--- config.mk ---
export PLATFORM = sky130hd
export DESIGN_NAME = his_builder_top
export DESIGN_NICKNAME = d
export VERILOG_FILES = /design/src/hdl/his_types_pkg.sv /design/src/hdl/his_ctrl_pkg.sv /design/src/hdl/hit_rx.sv /design/src/hdl/bin_ram.sv /design/src/hdl/readout_tx.sv /design/src/hdl/his_builder_ctrl.sv /design/src/hdl/his_builder_top.sv
export VERILOG_INCLUDE_DIRS = /design/src /design/src/include
export SDC_FILE = /design/constraint.sdc
export NUM_CORES = 2
export LEC_CHECK = 0
export BUFFER_PORTS_ARGS = -buffer_cell sky130_fd_sc_hd__buf_2
export CORE_MARGIN = 4
export CORE_UTILIZATION = 35
export DETAILED_ROUTE_END_ITERATION = 8
export SLEW_MARGIN = 20
export SYNTH_ARGS = -nofsm -noshare
export SYNTH_HDL_FRONTEND = slang
export SYNTH_HIERARCHICAL = 1
export SYNTH_SLANG_ARGS = --single-unit
--- constraint.sdc ---
create_clock -name clk -period 7.7 [get_ports clk]
set_clock_uncertainty 0.05 [all_clocks]
set_input_delay 0.77 -clock clk [delete_from_list [all_inputs] [get_ports clk]]
set_output_delay 0.77 -clock clk [all_outputs]
set_load 0.03 [all_outputs]
--- src/include/his_config.svh ---
`ifndef HIS_CONFIG_SVH
`define HIS_CONFIG_SVH

// pixels delivered per acquisition, one hit record each
`define HIS_PIXEL_NUM 4

// time bins per pixel
`define HIS_BIN_NUM 16

// acquisitions summed into one histogram
`define HIS_ACQ_NUM 8

// count width
// must hold HIS_ACQ_NUM, counts never saturate
`define HIS_COUNT_W 8

`endif

--- src/hdl/his_types_pkg.sv ---
`include "his_config.svh"

package his_types_pkg;

    // index widths, kept at least one bit wide
    localparam int PIXEL_W = (`HIS_PIXEL_NUM > 1) ? $clog2(`HIS_PIXEL_NUM) : 1;
    localparam int BIN_W = (`HIS_BIN_NUM > 1) ? $clog2(`HIS_BIN_NUM) : 1;

    typedef logic [PIXEL_W-1:0] pixel_t;
    typedef logic [BIN_W-1:0] bin_t;
    typedef logic [`HIS_COUNT_W-1:0] count_t;

    // one hit record as delivered per pixel
    typedef struct packed {
        logic detected;
        bin_t bin;
    } hit_t;

    // one histogram word on the readout port
    // bank names the histogram that was just finished
    typedef struct packed {
        logic bank;
        pixel_t pixel;
        bin_t bin;
        count_t count;
    } his_word_t;

endpackage

--- src/hdl/his_ctrl_pkg.sv ---
package his_ctrl_pkg;

    // accumulation side of the controller
    // WAIT_DRAIN holds off the last hit while a drain is still running
    // DRAIN_LAST lets the final increment land before the drain starts
    typedef enum logic [1:0] {
        ACCUM,
        WAIT_DRAIN,
        DRAIN_LAST
    } ctrl_state_t;

    // count memory address, same layout on both ports
    typedef struct packed {
        logic bank;
        his_types_pkg::pixel_t pixel;
        his_types_pkg::bin_t bin;
    } ram_cmd_t;

endpackage

--- src/hdl/hit_rx.sv ---
`timescale 1ns/1ns

module hit_rx (
    input  logic                clk,
    input  logic                res,
    input  logic                hit_req,
    input  his_types_pkg::hit_t hit_data,
    output logic                hit_ack,
    output logic                hit_valid,
    output his_types_pkg::hit_t hit,
    input  logic                hit_ready
);

    logic idle;

    // neither offering a record nor acknowledging one
    assign idle = !hit_valid && !hit_ack;

    // phase FSM, state is carried by hit_valid and hit_ack
    always_ff @(posedge clk or negedge res) begin
        if (!res) begin
            hit_valid <= 1'b0;
            hit_ack <= 1'b0;
        end else begin
            if (idle) begin
                // request seen, offer the record next cycle
                if (hit_req) begin
                    hit_valid <= 1'b1;
                end
            end else if (hit_valid) begin
                // controller took it, now acknowledge the source
                if (hit_ready) begin
                    hit_valid <= 1'b0;
                    hit_ack <= 1'b1;
                end
            end else if (!hit_req) begin
                // return to zero
                hit_ack <= 1'b0;
            end
        end
    end

    // record latched once, on the rising request
    always_ff @(posedge clk) begin
        if (idle && hit_req) begin
            hit <= hit_data;
        end
    end

    // source keeps its data until the acknowledge arrives
    a_hit_data_stable: assert property (
        @(posedge clk) disable iff (!res)
        (hit_req && !hit_ack) |=> (!hit_req || $stable(hit_data))
    );

endmodule

--- src/hdl/bin_ram.sv ---
`timescale 1ns/1ns

module bin_ram (
    input  logic                   clk,
    input  logic                   res,
    input  logic                   inc_en,
    input  his_ctrl_pkg::ram_cmd_t inc_cmd,
    input  logic                   drain_en,
    input  his_ctrl_pkg::ram_cmd_t drain_cmd,
    output his_types_pkg::count_t  drain_count
);
    import his_types_pkg::*;
    import his_ctrl_pkg::*;

    // both banks, addressed by {bank, pixel, bin}
    localparam int DEPTH = 1 << $bits(ram_cmd_t);

    count_t mem [DEPTH];

    // stage one holds the address and the count read for it
    logic s1_en;
    ram_cmd_t s1_cmd;
    count_t s1_count;
    count_t s1_next;
    logic fwd;
    count_t rd_count;

    // banks start empty, the drain clears every word it reads
    initial begin
        for (int i = 0; i < DEPTH; i++) begin
            mem[i] = '0;
        end
    end

    assign s1_next = s1_count + 1'b1;

    // same address as the write in flight
    // take its result, memory still holds the old count
    assign fwd = s1_en && (s1_cmd == inc_cmd);
    assign rd_count = fwd ? s1_next : mem[inc_cmd];

    always_ff @(posedge clk or negedge res) begin
        if (!res) begin
            s1_en <= 1'b0;
        end else begin
            s1_en <= inc_en;
        end
    end

    always_ff @(posedge clk) begin
        if (inc_en) begin
            s1_cmd <= inc_cmd;
            s1_count <= rd_count;
        end
    end

    // stage two writes back, drain port reads and clears
    // the two never share a bank
    always @(posedge clk) begin
        if (s1_en) begin
            mem[s1_cmd] <= s1_next;
        end
        if (drain_en) begin
            drain_count <= mem[drain_cmd];
            mem[drain_cmd] <= '0;
        end
    end

    // drain only touches the finished bank, incl. the write in flight
    a_bank_split: assert property (
        @(posedge clk) disable iff (!res)
        drain_en |-> !(inc_en && inc_cmd.bank == drain_cmd.bank)
                  && !(s1_en && s1_cmd.bank == drain_cmd.bank)
    );

    // count width is sized for the acquisition count
    a_no_wrap: assert property (
        @(posedge clk) disable iff (!res)
        s1_en |-> (s1_count != '1)
    );

endmodule

--- src/hdl/readout_tx.sv ---
`timescale 1ns/1ns

module readout_tx (
    input  logic                     clk,
    input  logic                     res,
    input  logic                     word_valid,
    input  his_types_pkg::his_word_t word,
    output logic                     word_ready,
    output logic                     out_req,
    output his_types_pkg::his_word_t out_word,
    input  logic                     out_ack
);

    // holding register occupied until the handshake is back at zero
    logic busy;
    logic take;

    assign word_ready = !busy;
    assign take = word_valid && word_ready;

    always_ff @(posedge clk or negedge res) begin
        if (!res) begin
            busy <= 1'b0;
            out_req <= 1'b0;
        end else begin
            if (take) begin
                // new word, request next cycle
                busy <= 1'b1;
                out_req <= 1'b1;
            end else if (out_req && out_ack) begin
                // consumer has it
                out_req <= 1'b0;
            end else if (busy && !out_req && !out_ack) begin
                // ack released, slot free again
                busy <= 1'b0;
            end
        end
    end

    // one-entry holding register
    always_ff @(posedge clk) begin
        if (take) begin
            out_word <= word;
        end
    end

    // consumer may sample out_word any time during the request
    a_out_word_stable: assert property (
        @(posedge clk) disable iff (!res)
        out_req |=> $stable(out_word)
    );

endmodule

--- src/hdl/his_builder_ctrl.sv ---
`timescale 1ns/1ns
`include "his_config.svh"

module his_builder_ctrl (
    input  logic                     clk,
    input  logic                     res,
    input  logic                     hit_valid,
    input  his_types_pkg::hit_t      hit,
    output logic                     hit_ready,
    output logic                     inc_en,
    output his_ctrl_pkg::ram_cmd_t   inc_cmd,
    output logic                     drain_en,
    output his_ctrl_pkg::ram_cmd_t   drain_cmd,
    input  his_types_pkg::count_t    drain_count,
    output logic                     word_valid,
    output his_types_pkg::his_word_t word,
    input  logic                     word_ready,
    output logic                     his_num
);
    import his_types_pkg::*;
    import his_ctrl_pkg::*;

    localparam int ACQ_W = (`HIS_ACQ_NUM > 1) ? $clog2(`HIS_ACQ_NUM) : 1;
    localparam pixel_t PIX_LAST = pixel_t'(`HIS_PIXEL_NUM - 1);
    localparam bin_t BIN_LAST = bin_t'(`HIS_BIN_NUM - 1);
    localparam logic [ACQ_W-1:0] ACQ_LAST = ACQ_W'(`HIS_ACQ_NUM - 1);

    ctrl_state_t state;
    pixel_t pix;
    pixel_t pix_nxt;
    logic [ACQ_W-1:0] acq;
    logic [ACQ_W-1:0] acq_nxt;
    logic hit_take;
    logic is_last;
    logic next_last;
    logic settle;
    logic drain_start;
    logic drain_busy;
    logic drain_active;
    logic drain_done;
    logic rd_pend;
    ram_cmd_t d_cmd;
    ram_cmd_t rd_cmd;

    // accumulation side
    assign hit_ready = (state == ACCUM);
    assign hit_take = hit_valid && hit_ready;

    // pixel runs fastest, acquisition steps on pixel wrap
    always_comb begin
        pix_nxt = pixel_t'(pix + 1'b1);
        acq_nxt = acq;
        if (pix == PIX_LAST) begin
            pix_nxt = '0;
            acq_nxt = acq + 1'b1;
        end
    end

    assign is_last = (pix == PIX_LAST) && (acq == ACQ_LAST);
    assign next_last = (pix_nxt == PIX_LAST) && (acq_nxt == ACQ_LAST);

    always_ff @(posedge clk or negedge res) begin
        if (!res) begin
            state <= ACCUM;
            pix <= '0;
            acq <= '0;
            settle <= 1'b0;
            his_num <= 1'b0;
            inc_en <= 1'b0;
        end else begin
            // undetected hits advance counters only
            inc_en <= hit_take && hit.detected;
            case (state)
                ACCUM: begin
                    if (hit_take) begin
                        if (is_last) begin
                            // histogram complete, swap banks
                            pix <= '0;
                            acq <= '0;
                            his_num <= ~his_num;
                            settle <= 1'b0;
                            state <= DRAIN_LAST;
                        end else begin
                            pix <= pix_nxt;
                            acq <= acq_nxt;
                            // last hit would overlap the running drain
                            if (next_last && drain_active) begin
                                state <= WAIT_DRAIN;
                            end
                        end
                    end
                end
                WAIT_DRAIN: begin
                    if (!drain_active) begin
                        state <= ACCUM;
                    end
                end
                DRAIN_LAST: begin
                    // two cycles for the last increment to be written
                    settle <= 1'b1;
                    if (settle) begin
                        state <= ACCUM;
                    end
                end
                default: begin
                    state <= ACCUM;
                end
            endcase
        end
    end

    // increment address uses the bank before any toggle
    always_ff @(posedge clk) begin
        if (hit_take) begin
            inc_cmd <= '{bank: his_num, pixel: pix, bin: hit.bin};
        end
    end

    // drain walker
    assign drain_start = (state == DRAIN_LAST) && settle;
    assign drain_active = drain_busy || rd_pend;

    // one read in flight, next one after the word is taken
    assign drain_en = drain_busy && !rd_pend;
    assign drain_cmd = d_cmd;
    assign drain_done = drain_en && (d_cmd.pixel == PIX_LAST) && (d_cmd.bin == BIN_LAST);

    always_ff @(posedge clk or negedge res) begin
        if (!res) begin
            drain_busy <= 1'b0;
            rd_pend <= 1'b0;
        end else begin
            if (drain_start) begin
                drain_busy <= 1'b1;
            end else if (drain_done) begin
                drain_busy <= 1'b0;
            end
            if (drain_en) begin
                rd_pend <= 1'b1;
            end else if (word_valid && word_ready) begin
                rd_pend <= 1'b0;
            end
        end
    end

    always_ff @(posedge clk) begin
        if (drain_start) begin
            // his_num already names the new bank
            d_cmd <= '{bank: ~his_num, pixel: '0, bin: '0};
        end else if (drain_en) begin
            if (d_cmd.bin == BIN_LAST) begin
                d_cmd.bin <= '0;
                d_cmd.pixel <= pixel_t'(d_cmd.pixel + 1'b1);
            end else begin
                d_cmd.bin <= bin_t'(d_cmd.bin + 1'b1);
            end
        end
        if (drain_en) begin
            rd_cmd <= d_cmd;
        end
    end

    // drain_count holds until the next drain_en
    assign word_valid = rd_pend;
    assign word = '{bank: rd_cmd.bank, pixel: rd_cmd.pixel, bin: rd_cmd.bin,
                    count: drain_count};

endmodule

--- src/hdl/his_builder_top.sv ---
`timescale 1ns/1ns

module his_builder_top (
    input  logic                     clk,
    input  logic                     res,
    input  logic                     hit_req,
    input  his_types_pkg::hit_t      hit_data,
    output logic                     hit_ack,
    output logic                     out_req,
    output his_types_pkg::his_word_t out_word,
    input  logic                     out_ack,
    output logic                     his_num
);
    import his_types_pkg::*;
    import his_ctrl_pkg::*;

    // receiver to controller
    logic hit_valid;
    logic hit_ready;
    hit_t hit;

    // controller to memory
    logic inc_en;
    ram_cmd_t inc_cmd;
    logic drain_en;
    ram_cmd_t drain_cmd;
    count_t drain_count;

    // controller to sender
    logic word_valid;
    logic word_ready;
    his_word_t word;

    hit_rx u_hit_rx (
        .clk       (clk),
        .res       (res),
        .hit_req   (hit_req),
        .hit_data  (hit_data),
        .hit_ack   (hit_ack),
        .hit_valid (hit_valid),
        .hit       (hit),
        .hit_ready (hit_ready)
    );

    his_builder_ctrl u_ctrl (
        .clk         (clk),
        .res         (res),
        .hit_valid   (hit_valid),
        .hit         (hit),
        .hit_ready   (hit_ready),
        .inc_en      (inc_en),
        .inc_cmd     (inc_cmd),
        .drain_en    (drain_en),
        .drain_cmd   (drain_cmd),
        .drain_count (drain_count),
        .word_valid  (word_valid),
        .word        (word),
        .word_ready  (word_ready),
        .his_num     (his_num)
    );

    bin_ram u_bin_ram (
        .clk         (clk),
        .res         (res),
        .inc_en      (inc_en),
        .inc_cmd     (inc_cmd),
        .drain_en    (drain_en),
        .drain_cmd   (drain_cmd),
        .drain_count (drain_count)
    );

    readout_tx u_readout_tx (
        .clk        (clk),
        .res        (res),
        .word_valid (word_valid),
        .word       (word),
        .word_ready (word_ready),
        .out_req    (out_req),
        .out_word   (out_word),
        .out_ack    (out_ack)
    );

endmodule

### Word-level counts from Yosys, hierarchy flattened

Memory sizes are Yosys's and may differ from the RTL's. A register that Yosys moved wholly into a read port is not among the register bits.
Cells that the tools add are included.

| cells by class | value |
|---|---|
| add/subtract/negate cells | 5 |
| equality and inequality tests | 17 |
| mux-type cells | 34 |
| bitwise logic cells | 2 |
| reduce and logical (&&, ||, !) cells | 35 |

Operators by type and width:

| kind | number |
|---|---|
| $mux W1 | 22 |
| $logic_and A1 B1 Y1 | 15 |
| $mux W2 | 7 |
| $reduce_bool A2 Y1 | 5 |
| $reduce_and A3 Y1 | 3 |
| $add A8 B1 Y8 const B | 1 |
| $eq A2 B2 Y1 const B | 4 |
| $ne A2 B1 Y1 const B | 4 |
| $ne A2 B2 Y1 const B | 4 |
| $eq A3 B3 Y1 const B | 2 |
| $logic_not A1 Y1 | 6 |
| $mux W3 | 2 |
| $pmux W2 S3 | 1 |
| $reduce_and A2 Y1 | 3 |
| $add A2 B1 Y2 const B | 2 |
| $add A4 B1 Y4 const B | 1 |
| $eq A4 B4 Y1 const B | 1 |
| $mux W4 | 1 |
| $reduce_and A4 Y1 | 1 |
| $add A3 B1 Y3 const B | 1 |
| $ne A3 B3 Y1 const B | 1 |
| $eq A2 B1 Y1 const B | 1 |
| $logic_not A2 Y1 | 1 |
| $not A1 Y1 | 2 |
| other kinds (2) | 2 |

| storage, ports and cells | value |
|---|---|
| bits in registers | 65 |
| memory bits (writable) | 1024 |
| input port bits | 9 |
| output and inout bits | 18 |
| logic and storage cells | 125 |
| memories kept | 1 |

Memory list:

| memory | depth | width | read ports | clocked after memory_dff | wr ports | RTL line | text |
|---|---|---|---|---|---|---|---|
| u_bin_ram.mem | 128 | 8 | 2 | 2 | 2 | bin_ram.sv:18 | `count_t mem [DEPTH];` |

### Depth between registers and ports, before layout

| logic depth | value |
|---|---|
| depth in word-level cells | 9 |
| depth in mapped cells | 12 |
| mapped depth without buffers | 6 |

### Hierarchy

The synthesis kept the hierarchy.

Modules (own cells, without submodules):

| module | times used | cells each | area an instance (um^2) |
|---|---|---|---|
| bin_ram | 1 | 5596 | 53007.1 |
| his_builder_ctrl | 1 | 106 | 1393.8 |
| readout_tx | 1 | 24 | 531.8 |
| hit_rx | 1 | 13 | 236.5 |

### Worst setup path after synthesis

No wires, ideal clock.

| timing | value |
|---|---|
| path kind | reg-to-reg |
| start | register u_ctrl.drain_busy |
| end | memory u_bin_ram/mem[10][0] in the netlist's numbering |
| setup time | 138 ps |
| arrival time | 2500 ps |
| setup slack | 5012 ps |
| stages on the path, launching flop included | 7 |
| path buffers | 1 |
| period minus slack after synthesis | 2688 ps |
| cells stage by stage | dfrtp_1 > nor2b_1 > nor2b_1 > nand2_1 > clkbuf_1 > nor2_1 > a211oi_1 |

RTL lines:

| what | RTL line | text |
|---|---|---|
| start, declared | his_builder_ctrl.sv:38 | `logic drain_busy;` |
| start signal, assigned | his_builder_ctrl.sv:130 | `drain_busy <= 1'b0;` |
| start signal, assigned | his_builder_ctrl.sv:134 | `drain_busy <= 1'b1;` |
| start signal, assigned | his_builder_ctrl.sv:136 | `drain_busy <= 1'b0;` |
| end, declared | bin_ram.sv:18 |  |

==> flow_summary.yaml <==
critical_path:
  cp_data_arrival_time_ns: 5.23
  r2r-start: "u_ctrl/drain_cmd[2]$_SDFFE_PP0P_"
  criticalPathCategory: "reg2reg"
  cp-startpoint: "u_ctrl/drain_cmd[2]$_SDFFE_PP0P_"
  path_buf_inv: 2
  ff2ff_path_depth: 7
  regToRegSetupSlack_ns: 2.86
  critPathMaxStageDelay_ns: 0.98
  r2r_end: "u_bin_ram/drain_count[7]$_DFFE_PP_"
  crit_slowest_cell: "nor4_1"
  critical-path-top-delay-family: "buffers and inverters"
  cp-end-kind: "register"
  critical_path.max_fanout: 42
  crit_top_cell: "buf_4"
  worstPathRequired_ns: 8.10
  start_kind: "register"
  crit_chain: "buf_4, buf_4, mux4_2, mux2i_1, o32ai_1, nor4_1, o311ai_0"
routing:
  final_antenna_net_count: 0
  avgViaCountPerCell: 6.65
  drc: 0
  drtIter0Drc: 8161
  first_pass_iters: 7
  wirelength_microns: 246000
  routedWlPerCell_microns: 32.2
  num_vias: 50753
power_and_ir_drop:
  p_leak_nw: 18.8
  pwr-share-comb_pct: 16.4
  p_switching_mw: 4.55
  total_power_mw: 15.2
  swShare_pct: 30.0
  power_density_nw_per_um2: 249
  pwr-share-seq_pct: 44.5
  internal-power_mw: 10.6
  ir_drop_mv: 0.201
  clockPowerShare_pct: 39.1
yosys:
  synthTopCellsByArea: "dfxtp_1, a211oi_1, mux4_2"
  synth_ff_type: "dfxtp_1"
  synthArstFlopShare_pct: 1.54
  yosysTopAreaCell: "dfxtp_1"
  syn_area_per_cell_sq_um: 9.61
  yosysWarnings: 6
  synthCells: 5739
  synth-edff-count: 58
  syn-cell-area_sq_um: 55200
  ys_seq_elements: 1105
  synth_nets: 5755
  synth_top_area_share_pct: 37.4
  synth_cell_type_count: 86
  ys_seq_area_share_pct: 41.3
min_path:
  whs_path_depth: 1
  worstHoldStart: "hit_data[0]"
  hold-path-endpoint: "u_hit_rx/hit[0]$_DFFE_PP_"
  hp-class: "in2reg"
die:
  die_h_microns: 405
  initial_utilization_pct: 35.3
  core_area_sq_um: 156000
  num_io_pins: 27
  die_w_microns: 405
  row_count: 145
  dieArea_sq_um: 164000
clock_tree:
  cts_buffer_depth: 3
  cts_tree: "built"
  cts-root-buf: "clkbuf_16"
  clk_latency_ns: 0.76
  numCtsBuffers: 117
  cts.clk_slew.worst_paths_ns: 0.07
  cts.sinks: 1105
  htreeDepth: 3
  cts.repair.resized: 0
final_layout:
  fill_cells: 15457
  utilization_pct: 38.9
  fin_nets: 5481
  syn2layout_area_growth_pct: 10.2
  final_cells: 7637
  drive_gt1_share_pct: 15.7
timing:
  layout_setup_ws_ns: 2.86
  rsz0062_at_grt: "false"
  slew_violations: 0
  period_minus_slack_ns: 4.84
  setup_viol: 0
  period_share_pct: 62.8
  hold_viol: 0
  worstMarginPinSlew_ns: 1.25
  max_slew_margin_pct: 15.9
  setup_tns_ns: 0
  fmax_ghz: 0.207
place:
  pre_cts_ws_ns: 3.24
  hpwl_microns: 162000
  io_buffer_count: 26
  place_inst: 7403
  place_congestion: 1.06
grt:
  grt_usage_pct: 29.1
  overflow: 0
  antenna_found_initial: 27
  grt_max_degree: 85
  grt_pass1_vias: 46447
  grt_pass1_wl_microns: 350000
status:
  status: "finished clean"
run:
  cap_violations: 0
-- worst max-delay path by stage --
stage,endpoint,slack [ns],cells past startpoint
floorplan,u_bin_ram/mem[10][0]$_SDFFE_PP0P_,5.01,6
global placement,u_bin_ram/drain_count[7]$_DFFE_PP_,3.27,7
detailed placement,u_bin_ram/drain_count[7]$_DFFE_PP_,3.24,7
CTS,u_bin_ram/drain_count[7]$_DFFE_PP_,3.23,7
global route,u_bin_ram/drain_count[7]$_DFFE_PP_,2.96,7
finish,u_bin_ram/drain_count[7]$_DFFE_PP_,2.86,7
-- what timing repair did --
| action | CTS | global route |
|---|---|---|
| buffers inserted | 0 | 0 |
| hold buffers | 1 | 0 |
| hold endpoints to repair | 17 | 0 |
-- layer usage --
metal | track usage, % | wire length [microns] | up-vias
li1 | - | - | 21295
met1 | 37.7 | 92900 | 24534
met3 | 11.9 | 36300 | 980
met5 | 0.595 | 250 | -
met2 | 40.5 | 98800 | 3926
met4 | 17.1 | 17800 | 18
-- per-stage QoR --
step / hold WS, ns / instance area, sq um
global placement: 0.351 / 56600
global route: 0.121 / 60800
CTS: 0.0941 / 60700
floorplan: 0.350 / 55200
finish: 0.142 / 60800
detailed placement: 0.355 / 56700
-- cell families (layout without fill, tap and decap cells) --
family	Yosys count	after routing	share of synthesized area (%)
muxes	635	635	18.7
xor gates and xnor gates	16	16	0.254
DFF	1105	1105	41.3
other	0	15	0
AOI/OAI and AO/OA	1731	1731	22.7
adders and majority gates	7	7	0.159
buffers and inverters	559	384	4.62
and+or+nand+nor	1686	1686	12.3
-- power by group through the flow --
stage	registers [mW]	clock network (mW)	logic [mW]
6_report	6.74	5.93	2.48
5_1_grt	6.78	6.21	2.57
4_1_cts	6.72	5.97	2.37
3_5_place_dp	6.84	0	2.36
3_3_place_gp	6.82	0	2.32
2_1_floorplan	6.63	0	1.66
-- cells in the mapped netlist, types with 18 or more instances --
master and number:
edfxtp_1 58, mux2_2 128, a221o_1 23, nand3_1 42, mux2i_1 200, nor3_1 25
clkbuf_1 345, a211oi_1 915, a22o_1 21, mux4_2 303, a221oi_1 131, dfxtp_1 1030
a31oi_1 18, buf_4 51, a21oi_1 164, nand2_1 251, buf_2 115, a22oi_1 76
nor2_1 1251, o221ai_1 19, o21ai_0 161, nor2b_1 34, o22ai_1 68
-- area by class of cell --
type | instances | area (sq um) | area share [%]
Timing Repair Buffer | 145 | 1130 | 1.87
Inverter | 21 | 81.3 | 0.134
Sequential cell | 1105 | 22800 | 37.5
Tap cell | 2058 | 2570 | 4.23
Clock inverter | 42 | 447 | 0.735
Antenna cell | 15 | 37.5 | 0.0617
Multi-Input combinational cell | 4075 | 30200 | 49.6
Clock buffer | 176 | 3560 | 5.85
-- placed cells by master, fill, tap and decap left out, types with 12 or more instances in the layout --
master | Yosys | layout
clkbuf_1 | 345 | 24
inv_1 | 14 | 14
a22o_1 | 21 | 21
nor2b_1 | 34 | 27
nand3_1 | 42 | 37
o211ai_1 | 13 | 13
buf_4 | 51 | 108
dfxtp_1 | 1030 | 1025
mux4_2 | 303 | 303
diode_2 | 0 | 15
o22ai_1 | 68 | 68
mux2_2 | 128 | 128
a211oi_1 | 915 | 914
o2bb2ai_1 | 15 | 15
a221o_1 | 23 | 23
nand4_1 | 13 | 13
clkbuf_8 | 0 | 30
dfrtp_1 | 17 | 17
a22oi_1 | 76 | 76
nand2_1 | 251 | 250
a31oi_1 | 18 | 18
nor2_1 | 1251 | 1206
o221ai_1 | 19 | 19
nor3_1 | 25 | 22
a21oi_1 | 164 | 164
buf_2 | 115 | 27
o21ai_0 | 161 | 161
clkinv_2 | 1 | 22
mux2i_1 | 200 | 199
and3_1 | 12 | 12
edfxtp_1 | 58 | 58
clkbuf_16 | 0 | 122
nor2_2 | 1 | 44
a221oi_1 | 131 | 131
-- flip-flops by register name, summed over array words and instances, names as in the netlist, 3 cells and up --
signal                 flops
u_bin_ram/mem           1024
u_readout_tx/out_word     15
u_ctrl/inc_cmd             7
u_ctrl/word                7
u_ctrl/acq                 3
u_ctrl/drain_cmd           7
u_hit_rx/hit               5
u_bin_ram/drain_count      8
u_bin_ram/s1_count         8
u_bin_ram/s1_cmd           7
-- worst reg2reg max path, stage by stage, from the launching register on --
cell and delay [ns]:
dfxtp_4 0.79, buf_4 0.71, buf_4 0.64, mux4_2 0.45, mux2i_1 0.32, o32ai_1 0.27
nor4_1 0.99, o311ai_0 0.30
No activity file was read; power rests on OpenSTA's default activity.
